### src/design/uart_reg_pkg.sv
package uart_reg_pkg;

	localparam logic [31:0] base_addr = 32'h0000_0400;

	localparam logic [31:0] stack_ofs = 32'd0;
	localparam logic [31:0] ctrl_ofs = 32'd1;
	localparam logic [31:0] ctrl_set_ofs = 32'd2;
	localparam logic [31:0] ctrl_clr_ofs = 32'd3;
	localparam logic [31:0] tx_stat_ofs = 32'd4;
	localparam logic [31:0] tx_stat_set_ofs = 32'd5;
	localparam logic [31:0] tx_stat_clr_ofs = 32'd6;
	localparam logic [31:0] rx_stat_ofs = 32'd7;
	localparam logic [31:0] rx_stat_set_ofs = 32'd8;
	localparam logic [31:0] rx_stat_clr_ofs = 32'd9;

	// index into the seven-bit enable and flag fields
	localparam int flag_frame = 6;
	localparam int flag_parity = 5;
	localparam int flag_noise = 4;
	localparam int flag_underflow = 3;
	localparam int flag_overflow = 2;
	localparam int flag_watermark = 1;
	localparam int flag_level = 0;	// empty flag, enable is tx empty / rx full

	typedef struct packed {
		logic [3:0] reserved;
		logic flow_ctrl;	// rts/cts
		logic parity;	// even parity when set
		logic stop_bits;	// 0: one, 1: two
		logic data_bits;	// 0: seven, 1: eight
		logic [23:0] baud;	// clock cycles per bit
	} ctrl_word_t;

	typedef struct packed {
		logic clear;
		logic [6:0] en;
		logic [6:0] flags;
		logic full;
		logic [7:0] watermark;
		logic [7:0] size;
	} stat_word_t;

	typedef union packed {
		ctrl_word_t ctrl;
		stat_word_t stat;
	} bus_word_u;

	// software writable bits of each register
	localparam logic [31:0] ctrl_wmask = 32'h0FFF_FFFF;
	localparam logic [31:0] tx_stat_wmask = 32'h8708_FF00;
	localparam logic [31:0] rx_stat_wmask = 32'hFFF8_FF00;

	localparam ctrl_word_t ctrl_reset = '{
		reserved: 4'h0,
		flow_ctrl: 1'b1,
		parity: 1'b1,
		stop_bits: 1'b0,
		data_bits: 1'b1,
		baud: 24'd69
	};
	localparam logic [31:0] tx_stat_reset = 32'h0000_0000;
	localparam logic [31:0] rx_stat_reset = 32'h0000_0100;	// watermark 1

endpackage

### src/design/uart_line_pkg.sv
package uart_line_pkg;

	localparam int tx_addr_width = 4;	// 16 entries
	localparam int rx_addr_width = 4;
	localparam int baud_width = 24;

	// index of the last data bit
	localparam logic [2:0] last_bit_7 = 3'd6;
	localparam logic [2:0] last_bit_8 = 3'd7;

	// rx start is seen one cycle late after the synchronizer
	localparam logic [baud_width-1:0] start_cnt = baud_width'(1);
	localparam logic [baud_width-1:0] sample_spread = baud_width'(1);	// around mid bit

	// frame states, shared by tx and rx
	localparam logic [2:0] st_idle = 3'd0;
	localparam logic [2:0] st_start = 3'd1;
	localparam logic [2:0] st_data = 3'd2;
	localparam logic [2:0] st_parity = 3'd3;
	localparam logic [2:0] st_stop = 3'd4;

endpackage

### src/design/uart_cfg_if.sv
`timescale 1ns/1ps

interface uart_cfg_if;

	logic flow_ctrl;
	logic parity;
	logic stop_bits;
	logic data_bits;
	logic [uart_line_pkg::baud_width-1:0] baud;

	// register block side
	modport regs (output flow_ctrl, parity, stop_bits, data_bits, baud);

	// serializer side
	modport line (input flow_ctrl, parity, stop_bits, data_bits, baud);

endinterface

### src/design/byte_fifo.sv
`timescale 1ns/1ps

module byte_fifo #(
	parameter int addr_width = 4
) (
	input logic clk,
	input logic reset,
	input logic clear,
	input logic push,
	input logic [7:0] din,
	input logic pop,
	output logic [7:0] dout,
	output logic [addr_width:0] size,
	output logic empty,
	output logic full
);

	logic [7:0] mem [2**addr_width];
	logic [addr_width-1:0] rd_ptr;
	logic [addr_width-1:0] wr_ptr;
	logic [addr_width:0] count;
	logic do_push;
	logic do_pop;

	assign size = count;
	assign empty = count == '0;
	assign full = count[addr_width];	// count reaches depth
	assign do_push = push && !full;
	assign do_pop = pop && !empty;
	assign dout = mem[rd_ptr];	// head, no latency

	always_ff @(posedge clk, posedge reset) begin
		if (reset) begin
			rd_ptr <= '0;
			wr_ptr <= '0;
			count <= '0;
		end else if (clear) begin
			rd_ptr <= '0;
			wr_ptr <= '0;
			count <= '0;
		end else begin
			if (do_push)
				wr_ptr <= wr_ptr + 1'b1;
			if (do_pop)
				rd_ptr <= rd_ptr + 1'b1;
			if (do_push && !do_pop)
				count <= count + 1'b1;
			else if (do_pop && !do_push)
				count <= count - 1'b1;
		end
	end

	always_ff @(posedge clk) begin
		if (do_push)
			mem[wr_ptr] <= din;
	end

endmodule

### src/design/uart_tx.sv
`timescale 1ns/1ps

module uart_tx (
	input logic clk,
	input logic reset,
	uart_cfg_if.line cfg,
	input logic clear,
	input logic push,
	input logic [7:0] data_in,
	output logic [uart_line_pkg::tx_addr_width:0] size,
	output logic empty,
	output logic full,
	input logic cts,
	output logic tx
);

	logic [2:0] state;
	logic [2:0] bit_cnt;
	logic [uart_line_pkg::baud_width-1:0] cnt;
	logic [uart_line_pkg::baud_width-1:0] baud_q;
	logic [7:0] fifo_dout;
	logic [7:0] shift;
	logic par_q;
	logic data_bits_q;
	logic parity_q;
	logic stop_bits_q;
	logic start_frame;
	logic bit_end;
	logic [2:0] last_bit;

	assign start_frame = state == uart_line_pkg::st_idle && !empty && !(cfg.flow_ctrl && cts);
	assign bit_end = cnt == baud_q - 1'b1;
	assign last_bit = data_bits_q ? uart_line_pkg::last_bit_8 : uart_line_pkg::last_bit_7;

	byte_fifo #(.addr_width(uart_line_pkg::tx_addr_width)) fifo (
		.clk(clk),
		.reset(reset),
		.clear(clear),
		.push(push),
		.din(data_in),
		.pop(start_frame),	// popped as the frame starts
		.dout(fifo_dout),
		.size(size),
		.empty(empty),
		.full(full)
	);

	always_ff @(posedge clk, posedge reset) begin
		if (reset) begin
			state <= uart_line_pkg::st_idle;
			tx <= 1'b1;
			cnt <= '0;
			bit_cnt <= '0;
		end else if (clear) begin
			state <= uart_line_pkg::st_idle;
			tx <= 1'b1;
		end else if (state == uart_line_pkg::st_idle) begin
			if (start_frame) begin
				state <= uart_line_pkg::st_start;
				tx <= 1'b0;
				cnt <= '0;
			end
		end else if (!bit_end) begin
			cnt <= cnt + 1'b1;
		end else begin
			cnt <= '0;
			case (state)
				uart_line_pkg::st_start: begin
					state <= uart_line_pkg::st_data;
					tx <= shift[0];	// lsb first
					bit_cnt <= '0;
				end
				uart_line_pkg::st_data: begin
					if (bit_cnt != last_bit) begin
						bit_cnt <= bit_cnt + 1'b1;
						tx <= shift[bit_cnt + 3'd1];
					end else if (parity_q) begin
						state <= uart_line_pkg::st_parity;
						tx <= par_q;
					end else begin
						state <= uart_line_pkg::st_stop;
						tx <= 1'b1;
						bit_cnt <= '0;
					end
				end
				uart_line_pkg::st_parity: begin
					state <= uart_line_pkg::st_stop;
					tx <= 1'b1;
					bit_cnt <= '0;
				end
				default: begin
					if (stop_bits_q && bit_cnt == 3'd0)
						bit_cnt <= 3'd1;	// second stop bit
					else
						state <= uart_line_pkg::st_idle;
				end
			endcase
		end
	end

	// frame settings are fixed for the whole frame
	always_ff @(posedge clk) begin
		if (start_frame) begin
			shift <= fifo_dout;
			par_q <= cfg.data_bits ? ^fifo_dout : ^fifo_dout[6:0];
			data_bits_q <= cfg.data_bits;
			parity_q <= cfg.parity;
			stop_bits_q <= cfg.stop_bits;
			baud_q <= cfg.baud;
		end
	end

endmodule

### src/design/uart_rx.sv
`timescale 1ns/1ps

module uart_rx (
	input logic clk,
	input logic reset,
	uart_cfg_if.line cfg,
	input logic clear,
	input logic pop,
	output logic [7:0] data_out,
	output logic [uart_line_pkg::rx_addr_width:0] size,
	output logic empty,
	output logic full,
	input logic rx,
	output logic rts,
	output logic noise_error,
	output logic parity_error,
	output logic frame_error,
	output logic overflow_error
);

	logic rx_s1;
	logic rx_s2;
	logic rx_d;
	logic [2:0] state;
	logic [2:0] bit_cnt;
	logic [uart_line_pkg::baud_width-1:0] cnt;
	logic [uart_line_pkg::baud_width-1:0] baud_q;
	logic [uart_line_pkg::baud_width-1:0] mid;
	logic data_bits_q;
	logic parity_q;
	logic stop_bits_q;
	logic noise_q;
	logic par_err_q;
	logic frame_q;
	logic [1:0] smp;
	logic [7:0] data_q;
	logic [7:0] byte_out;
	logic [2:0] last_bit;
	logic fall;
	logic sample;
	logic decide;
	logic bit_end;
	logic maj;
	logic noisy;
	logic last_stop;
	logic frame_done;

	assign fall = rx_d && !rx_s2;
	assign mid = baud_q >> 1;
	assign sample = cnt == mid - uart_line_pkg::sample_spread || cnt == mid;
	assign decide = cnt == mid + uart_line_pkg::sample_spread;	// third sample
	assign bit_end = cnt == baud_q - 1'b1;
	assign maj = smp[1] && smp[0] || smp[1] && rx_s2 || smp[0] && rx_s2;
	assign noisy = !(smp[1] == smp[0] && smp[0] == rx_s2);
	assign last_stop = !stop_bits_q || bit_cnt != 3'd0;
	assign frame_done = state == uart_line_pkg::st_stop && decide && last_stop;
	assign last_bit = data_bits_q ? uart_line_pkg::last_bit_8 : uart_line_pkg::last_bit_7;
	assign byte_out = data_bits_q ? data_q : {1'b0, data_q[6:0]};

	assign rts = cfg.flow_ctrl && full;
	assign noise_error = frame_done && (noise_q || noisy);
	assign parity_error = frame_done && par_err_q;
	assign frame_error = frame_done && (frame_q || !maj);
	assign overflow_error = frame_done && full;	// byte dropped by the fifo

	byte_fifo #(.addr_width(uart_line_pkg::rx_addr_width)) fifo (
		.clk(clk),
		.reset(reset),
		.clear(clear),
		.push(frame_done),
		.din(byte_out),
		.pop(pop),
		.dout(data_out),
		.size(size),
		.empty(empty),
		.full(full)
	);

	always_ff @(posedge clk, posedge reset) begin
		if (reset) begin
			rx_s1 <= 1'b1;
			rx_s2 <= 1'b1;
			rx_d <= 1'b1;
			state <= uart_line_pkg::st_idle;
			cnt <= '0;
			bit_cnt <= '0;
			baud_q <= '0;
			data_bits_q <= 1'b0;
			parity_q <= 1'b0;
			stop_bits_q <= 1'b0;
			noise_q <= 1'b0;
			par_err_q <= 1'b0;
			frame_q <= 1'b0;
		end else begin
			rx_s1 <= rx;
			rx_s2 <= rx_s1;
			rx_d <= rx_s2;
			if (clear) begin
				state <= uart_line_pkg::st_idle;
			end else if (state == uart_line_pkg::st_idle) begin
				if (fall) begin
					state <= uart_line_pkg::st_start;
					cnt <= uart_line_pkg::start_cnt;
					data_bits_q <= cfg.data_bits;
					parity_q <= cfg.parity;
					stop_bits_q <= cfg.stop_bits;
					baud_q <= cfg.baud;
					noise_q <= 1'b0;
					par_err_q <= 1'b0;
					frame_q <= 1'b0;
				end
			end else begin
				cnt <= bit_end ? '0 : cnt + 1'b1;
				if (bit_end) begin
					case (state)
						uart_line_pkg::st_start: begin
							state <= uart_line_pkg::st_data;
							bit_cnt <= '0;
						end
						uart_line_pkg::st_data: begin
							if (bit_cnt == last_bit) begin
								state <= parity_q ? uart_line_pkg::st_parity
									: uart_line_pkg::st_stop;
								bit_cnt <= '0;
							end else begin
								bit_cnt <= bit_cnt + 1'b1;
							end
						end
						uart_line_pkg::st_parity: begin
							state <= uart_line_pkg::st_stop;
							bit_cnt <= '0;
						end
						default: bit_cnt <= 3'd1;	// into second stop bit
					endcase
				end
				if (decide) begin
					noise_q <= noise_q || noisy;
					case (state)
						uart_line_pkg::st_start: begin
							if (maj)
								state <= uart_line_pkg::st_idle;	// glitch
						end
						uart_line_pkg::st_parity: par_err_q <= maj != ^byte_out;
						uart_line_pkg::st_stop: begin
							frame_q <= frame_q || !maj;
							if (last_stop)
								state <= uart_line_pkg::st_idle;
						end
						default: ;
					endcase
				end
			end
		end
	end

	always_ff @(posedge clk) begin
		if (sample)
			smp <= {smp[0], rx_s2};
		if (state == uart_line_pkg::st_data && decide)
			data_q[bit_cnt] <= maj;
	end

endmodule

### src/design/uart.sv
`timescale 1ns/1ps

module uart (
	input logic clk,
	input logic reset,
	input logic [31:0] addr,
	input logic [31:0] wdata,
	input logic write,
	output logic [31:0] rdata,
	output logic tx,
	input logic rx,
	input logic cts,
	output logic rts,
	output logic irq
);

	logic [31:0] addr_q;
	logic write_q;
	logic [31:0] ofs;
	logic [31:0] rd_ofs;
	uart_reg_pkg::bus_word_u wd;
	uart_reg_pkg::ctrl_word_t ctrl_q;
	uart_reg_pkg::stat_word_t tx_stat_q;
	uart_reg_pkg::stat_word_t tx_stat_d;
	uart_reg_pkg::stat_word_t tx_rd;
	uart_reg_pkg::stat_word_t rx_stat_q;
	uart_reg_pkg::stat_word_t rx_stat_d;
	uart_reg_pkg::stat_word_t rx_rd;
	logic ctrl_we;
	logic tx_we;
	logic rx_we;
	logic op_set;
	logic op_clr;
	logic push;
	logic pop;
	logic [7:0] rx_dout;
	logic [uart_line_pkg::tx_addr_width:0] tx_size;
	logic [uart_line_pkg::rx_addr_width:0] rx_size;
	logic tx_empty;
	logic tx_full;
	logic rx_empty;
	logic rx_full;
	logic tx_watermark_reached;
	logic rx_watermark_reached;
	logic noise_w;
	logic parity_w;
	logic frame_w;
	logic overflow_w;

	uart_cfg_if cfg ();

	// register write, set alias (or) and clear alias (and not)
	function automatic logic [31:0] apply(input logic [31:0] cur, input logic [31:0] din,
		input logic set, input logic clr);
		if (set)
			return cur | din;
		if (clr)
			return cur & ~din;
		return din;
	endfunction

	assign wd = wdata;
	assign ofs = addr - uart_reg_pkg::base_addr;
	assign rd_ofs = addr_q - uart_reg_pkg::base_addr;

	assign push = write && ofs == uart_reg_pkg::stack_ofs;
	assign pop = !write_q && rd_ofs == uart_reg_pkg::stack_ofs;	// at end of data cycle
	assign ctrl_we = write && (ofs == uart_reg_pkg::ctrl_ofs
		|| ofs == uart_reg_pkg::ctrl_set_ofs || ofs == uart_reg_pkg::ctrl_clr_ofs);
	assign tx_we = write && (ofs == uart_reg_pkg::tx_stat_ofs
		|| ofs == uart_reg_pkg::tx_stat_set_ofs || ofs == uart_reg_pkg::tx_stat_clr_ofs);
	assign rx_we = write && (ofs == uart_reg_pkg::rx_stat_ofs
		|| ofs == uart_reg_pkg::rx_stat_set_ofs || ofs == uart_reg_pkg::rx_stat_clr_ofs);
	assign op_set = ofs == uart_reg_pkg::ctrl_set_ofs || ofs == uart_reg_pkg::tx_stat_set_ofs
		|| ofs == uart_reg_pkg::rx_stat_set_ofs;
	assign op_clr = ofs == uart_reg_pkg::ctrl_clr_ofs || ofs == uart_reg_pkg::tx_stat_clr_ofs
		|| ofs == uart_reg_pkg::rx_stat_clr_ofs;

	assign cfg.flow_ctrl = ctrl_q.flow_ctrl;
	assign cfg.parity = ctrl_q.parity;
	assign cfg.stop_bits = ctrl_q.stop_bits;
	assign cfg.data_bits = ctrl_q.data_bits;
	assign cfg.baud = ctrl_q.baud;

	assign tx_watermark_reached = 8'(tx_size) <= tx_stat_q.watermark;
	assign rx_watermark_reached = 8'(rx_size) >= rx_stat_q.watermark;

	// sticky flags, a pulse wins over a software write in the same cycle
	always_comb begin
		tx_stat_d = tx_stat_q;
		tx_stat_d.clear = 1'b0;	// one cycle pulse
		if (tx_we)
			tx_stat_d = apply(tx_stat_q, wd.stat, op_set, op_clr) & uart_reg_pkg::tx_stat_wmask;
		tx_stat_d.flags[uart_reg_pkg::flag_overflow] =
			tx_stat_d.flags[uart_reg_pkg::flag_overflow] || (push && tx_full);
		rx_stat_d = rx_stat_q;
		rx_stat_d.clear = 1'b0;
		if (rx_we)
			rx_stat_d = apply(rx_stat_q, wd.stat, op_set, op_clr) & uart_reg_pkg::rx_stat_wmask;
		rx_stat_d.flags[uart_reg_pkg::flag_frame] =
			rx_stat_d.flags[uart_reg_pkg::flag_frame] || frame_w;
		rx_stat_d.flags[uart_reg_pkg::flag_parity] =
			rx_stat_d.flags[uart_reg_pkg::flag_parity] || parity_w;
		rx_stat_d.flags[uart_reg_pkg::flag_noise] =
			rx_stat_d.flags[uart_reg_pkg::flag_noise] || noise_w;
		rx_stat_d.flags[uart_reg_pkg::flag_underflow] =
			rx_stat_d.flags[uart_reg_pkg::flag_underflow] || (pop && rx_empty);
		rx_stat_d.flags[uart_reg_pkg::flag_overflow] =
			rx_stat_d.flags[uart_reg_pkg::flag_overflow] || overflow_w;
	end

	always_ff @(posedge clk, posedge reset) begin
		if (reset) begin
			addr_q <= '0;
			write_q <= 1'b1;	// no pop and zero rdata out of reset
			ctrl_q <= uart_reg_pkg::ctrl_reset;
			tx_stat_q <= uart_reg_pkg::tx_stat_reset;
			rx_stat_q <= uart_reg_pkg::rx_stat_reset;
		end else begin
			addr_q <= addr;
			write_q <= write;
			if (ctrl_we)
				ctrl_q <= apply(ctrl_q, wd.ctrl, op_set, op_clr) & uart_reg_pkg::ctrl_wmask;
			tx_stat_q <= tx_stat_d;
			rx_stat_q <= rx_stat_d;
		end
	end

	// status words as read, with the live fifo bits merged in
	always_comb begin
		tx_rd = tx_stat_q;
		tx_rd.clear = 1'b0;
		tx_rd.flags[uart_reg_pkg::flag_watermark] = tx_watermark_reached;
		tx_rd.flags[uart_reg_pkg::flag_level] = tx_empty;
		tx_rd.full = tx_full;
		tx_rd.size = 8'(tx_size);
		rx_rd = rx_stat_q;
		rx_rd.clear = 1'b0;
		rx_rd.flags[uart_reg_pkg::flag_watermark] = rx_watermark_reached;
		rx_rd.flags[uart_reg_pkg::flag_level] = rx_empty;
		rx_rd.full = rx_full;
		rx_rd.size = 8'(rx_size);
	end

	// rx level enable goes with full, not empty
	assign irq = |(tx_rd.en & tx_rd.flags) || |(rx_rd.en & {rx_rd.flags[6:1], rx_full});

	always_comb begin
		rdata = '0;
		if (!write_q) begin
			case (rd_ofs)
				uart_reg_pkg::stack_ofs: rdata = {24'h000000, rx_empty ? 8'h00 : rx_dout};
				uart_reg_pkg::ctrl_ofs: rdata = ctrl_q;
				uart_reg_pkg::tx_stat_ofs: rdata = tx_rd;
				uart_reg_pkg::rx_stat_ofs: rdata = rx_rd;
				default: ;
			endcase
		end
	end

	uart_tx transmitter (
		.clk(clk),
		.reset(reset),
		.cfg(cfg),
		.clear(tx_stat_q.clear),
		.push(push),
		.data_in(wdata[7:0]),
		.size(tx_size),
		.empty(tx_empty),
		.full(tx_full),
		.cts(cts),
		.tx(tx)
	);

	uart_rx receiver (
		.clk(clk),
		.reset(reset),
		.cfg(cfg),
		.clear(rx_stat_q.clear),
		.pop(pop),
		.data_out(rx_dout),
		.size(rx_size),
		.empty(rx_empty),
		.full(rx_full),
		.rx(rx),
		.rts(rts),
		.noise_error(noise_w),
		.parity_error(parity_w),
		.frame_error(frame_w),
		.overflow_error(overflow_w)
	);

endmodule

### config.mk
export PLATFORM = sky130hd
export DESIGN_NAME = uart
export DESIGN_NICKNAME = d
export VERILOG_FILES = /design/src/design/uart_reg_pkg.sv /design/src/design/uart_line_pkg.sv /design/src/design/uart_cfg_if.sv /design/src/design/byte_fifo.sv /design/src/design/uart_tx.sv /design/src/design/uart_rx.sv /design/src/design/uart.sv
export SDC_FILE = /design/constraint.sdc
export NUM_CORES = 1
export LEC_CHECK = 0
export ABC_AREA = 1
export BUFFER_PORTS_ARGS = -buffer_cell sky130_fd_sc_hd__buf_2
export CAP_MARGIN = 0
export CORE_MARGIN = 2
export CORE_UTILIZATION = 50
export CTS_CLUSTER_DIAMETER = 120
export DETAILED_ROUTE_END_ITERATION = 8
export PLACE_DENSITY = 0.67
export SLEW_MARGIN = 20
export SYNTH_ARGS = -nofsm -noshare
export SYNTH_HDL_FRONTEND = slang
export SYNTH_HIERARCHICAL = 1
export SYNTH_SLANG_ARGS = --single-unit
### constraint.sdc
create_clock -name clk -period 5.3 [get_ports clk]
set_input_delay 0 -clock clk [delete_from_list [all_inputs] [get_ports clk]]
set_output_delay 0 -clock clk [all_outputs]
set_load 0.02 [all_outputs]
==> impl_metrics.ini <==
[status]
status = finished, final reports clean

[hold_path]
min_path_cells = 2
hold_path_class = primary input to register

[clocking]
cts_tree = yes
cts_buffers = 54
cts_sinks = 517
insertion_delay_ns = 0.64
cts_max_level = 2
clk_transition_reported_paths_ns = 0.07
clk_path_buf_depth = 3
ctsRootBufferMaster = clkbuf_16

[floorplan]
initial_core_util_pct = 50.5
num_rows = 90
die_w_um = 251
die_area_um2 = 62800
core-area_um2 = 60200
die_h_um = 251
num_io_pins = 104

[global_routing]
grt_pass1_wl_um = 131000
gr-usage-all-layers_pct = 26.6
antenna_found_initial = 3
grt_remaining_overflow = 0
grt_pass1_vias = 23200
grt_max_degree = 68

[worst_setup_path]
critPathLaunchType = register
critPathBufInv = 4
cp_max_fo = 30
r2r_cells = 21
crit_family = simple AND/OR/NAND/NOR gates
crit_top_cell = nand2_1
cp_cell_sequence = nor2_1, nand2_1, inv_2, nand2_1, nor2_2, nand2_1, nand2_1, nand4_1, nor2_2, nand2_2, inv_1, buf_4, o21ai_0, nand2_1, nand2_1, nand2_2, and2_1, buf_2
cp.arrival_ns = 4.50
worst_path_max_delay_cell = nor2_2
cp.required_ns = 5.30
path_depth = 18
cpPeakStageDelay_ns = 0.49
worstSetupPathType = register to primary output
crit_path_end_kind = primary output

[timing]
fin_crit_ns = 4.50
rsz0062_at_grt = no
setup_ws_ns = 0.801
hold_viol_final = 0
clock.fmax_mhz = 222
worstMarginPinSlew_ns = 1.12
skew_ns = 0.0537
drv_slew = 0
slew-limit-headroom_pct = 25.0
fin_crit_sh_pct = 84.9
setup-violations-final = 0
setup_tns_ns = 0

[synthesis]
synth_warnings = 6
synth_cell_type_count = 70
syn_inst = 3722
synth_nets = 3835
synth_edf_count = 302
async_flop_share_pct = 41.6
synth.cell_area_um2 = 30400
synth_flop_cell = edfxtp_1
avgSynthCellArea_um2 = 8.17
yosysSeqAreaShare_pct = 47.5
ys_ff_latch = 517

[cells_and_area]
diodes = 0
area_delta_synth_final_pct = 11.0
seq_area_um2 = 14500
fillers = 5458
drive_gt1_share_pct = 12.3
multi_input_area_um2 = 12900
layout.nets = 3944

[route]
ant_nets = 0
drc = 0
vias = 25000
wl_per_cell_um = 18.1
vias_per_cell = 5.36
drtIter0Drc = 2025
wl_um = 84300
first_pass_iters = 5

[power]
power.internal_uw = 6760
power.density_nw_per_um2 = 267
ir_worst_vdd_mv = 0.260
power_frac_clock_pct = 43.6
pwr-share-seq_pct = 48.5
p_sw_uw = 2270
leakagePower_uw = 0.0158
p_comb_share_pct = 7.9
netSwitchingFraction_pct = 25.1

[placement]
hpwl_um = 59500
gp_congestion = 0.988
dp_slack_ns = 1.17
io_buffers = 102

[flow_run]
maxCapViolCount = 0
worst register-to-register path, delay by kind of cell, from the launching register on:
| kind | cells | cell delay [ns] |
|---|---|---|
| adder cells (fa/ha/maj) | 2 | 0.60 |
| AND/OR/NAND/NOR | 14 | 2.47 |
| AO/OA/AOI/OAI | 2 | 0.27 |
| buffers and inverters | 3 | 0.38 |
| flip-flops | 1 | 0.38 |
power groups by stage:
stage	Combinational, uW	Sequential [uW]	Clock (uW)
detailed placement	662	4460	0
floorplan	488	4410	0
global placement	661	4460	0
global route	787	4380	4140
CTS	705	4380	3980
finish	715	4380	3940
path summary, 6_finish.rpt:
| path | start | end | slack (ns) |
|---|---|---|---|
| worst max-delay path | addr_q[11] | rdata[20] | 0.80 |
| worst min-delay path | addr[4] | addr_q[4] | 0.02 |
| worst max register to register | addr_q[11] | receiver/fifo/size[4] | 1.08 |
| worst min register to register | receiver/rx_s1 | receiver/rx_s2 | 0.38 |
| max in group asynchronous | reset | addr_q[13] | 4.16 |
| min in group asynchronous | reset | transmitter/fifo/size[3] | 0.04 |
area by class of cell:
| type | count | area share [%] |
|---|---|---|
| Clock inverter | 41 | 1.31 |
| Inverter | 583 | 6.50 |
| Timing Repair Buffer | 190 | 3.97 |
| Clock buffer | 61 | 4.17 |
| Tap cell | 782 | 2.90 |
| Sequential cell | 517 | 42.8 |
| Multi-Input combinational cell | 2485 | 38.3 |
metal layers:
| metal | global-route usage [%] | up-vias | routed length [um] |
|---|---|---|---|
| li1 | - | 12200 | - |
| met1 | 37.7 | 11800 | 37100 |
| met2 | 43.2 | 863 | 39200 |
| met3 | 2.87 | 134 | 5790 |
| met4 | 7.97 | 4 | 2190 |
| met5 | 0 | - | 25 |
cells by family (layout without fill, tap and decap cells):
family | count (synthesis) | after routing | synth area share [%]
flip-flops | 517 | 517 | 47.5
buffers and inverters | 720 | 875 | 9.96
XOR/XNOR | 163 | 163 | 4.79
adder cells (fa/ha/maj) | 44 | 44 | 1.86
AO/OA/AOI/OAI | 248 | 248 | 4.87
AND/OR/NAND/NOR | 2015 | 2015 | 30.5
multiplexers | 14 | 14 | 0.518
other | 1 | 1 | 0.0123
Yosys cell counts, types with 14 or more instances:
| master | count | area share (%) |
|---|---|---|
| inv_1 | 513 | 6.3 |
| nand2_1 | 981 | 12 |
| nand3_2 | 16 | 0.53 |
| a21oi_1 | 80 | 1.3 |
| buf_6 | 20 | 0.74 |
| nand2_2 | 21 | 0.43 |
| xnor2_1 | 56 | 1.6 |
| mux2_2 | 14 | 0.52 |
| nor2_2 | 34 | 0.70 |
| nand4_1 | 86 | 1.8 |
| o21bai_1 | 26 | 0.64 |
| o21ai_0 | 67 | 1.1 |
| nor2_1 | 331 | 4.1 |
| xor2_1 | 105 | 3.0 |
| buf_2 | 47 | 0.77 |
| nor3_1 | 49 | 0.81 |
| inv_2 | 66 | 0.81 |
| ha_1 | 42 | 1.7 |
| buf_4 | 23 | 0.57 |
| o21ai_1 | 34 | 0.56 |
| dfrtp_1 | 203 | 17 |
| edfxtp_1 | 302 | 30 |
| nand3_1 | 387 | 6.4 |
| nor2_4 | 28 | 1.0 |
| clkbuf_1 | 39 | 0.48 |
timing repair:
| action | CTS | global route |
|---|---|---|
| resized for setup | 0 | 0 |
| endpoints found under the hold margin | 388 | 0 |
| hold buffers | 68 | 0 |
| buffers inserted | 0 | 0 |
per-stage QoR:
step	total power [uW]	instance area (um^2)	instances	hold slack [ns]	utilization [%]
finish	9030	33800	4659	0.0181	56.0
global route	9310	33800	4659	0.0283	56.0
CTS	9060	33800	4659	0.00600	56.0
detailed placement	5120	31200	4489	0.115	51.9
global placement	5120	31200	4489	0.106	51.9
floorplan	4900	30400	3722	-0.123	-
cells in the final DEF (no fill, tap or decap), types with 10 or more instances in the layout:
| cell | count |
|---|---|
| mux2_2 | 14 |
| clkinvlp_4 | 14 |
| nand2_1 | 981 |
| dlygate4sd3_1 | 68 |
| nand3_1 | 387 |
| xor2_1 | 105 |
| buf_4 | 20 |
| nor2_2 | 35 |
| inv_1 | 510 |
| dfrtp_1 | 201 |
| a21oi_1 | 80 |
| dfstp_2 | 12 |
| nor4_1 | 11 |
| o21ai_1 | 34 |
| nor2_1 | 329 |
| nand2_2 | 21 |
| clkinv_1 | 11 |
| nor2_4 | 29 |
| inv_2 | 67 |
| nor3_1 | 49 |
| nand3b_1 | 10 |
| nand3_2 | 16 |
| o21ai_0 | 67 |
| xnor2_1 | 56 |
| buf_2 | 102 |
| clkbuf_16 | 54 |
| o21bai_1 | 26 |
| edfxtp_1 | 302 |
| nand4_1 | 86 |
| o22ai_2 | 11 |
| ha_1 | 42 |
flip-flops by register name, indices dropped and copies added (netlist names), 4 cells and up:
register,cells
receiver/fifo/mem,128
transmitter/fifo/mem,128
addr_q,32
cfg.baud,24
receiver/baud_q,24
receiver/cnt,24
transmitter/baud_q,24
transmitter/cnt,24
rx_rd,20
tx_rd,12
receiver/data_q,8
transmitter/shift,8
receiver/fifo/size,5
transmitter/fifo/size,5
receiver/fifo/rd_ptr,4
receiver/fifo/wr_ptr,4
transmitter/fifo/rd_ptr,4
transmitter/fifo/wr_ptr,4
No activity file was read; power rests on OpenSTA's default activity.
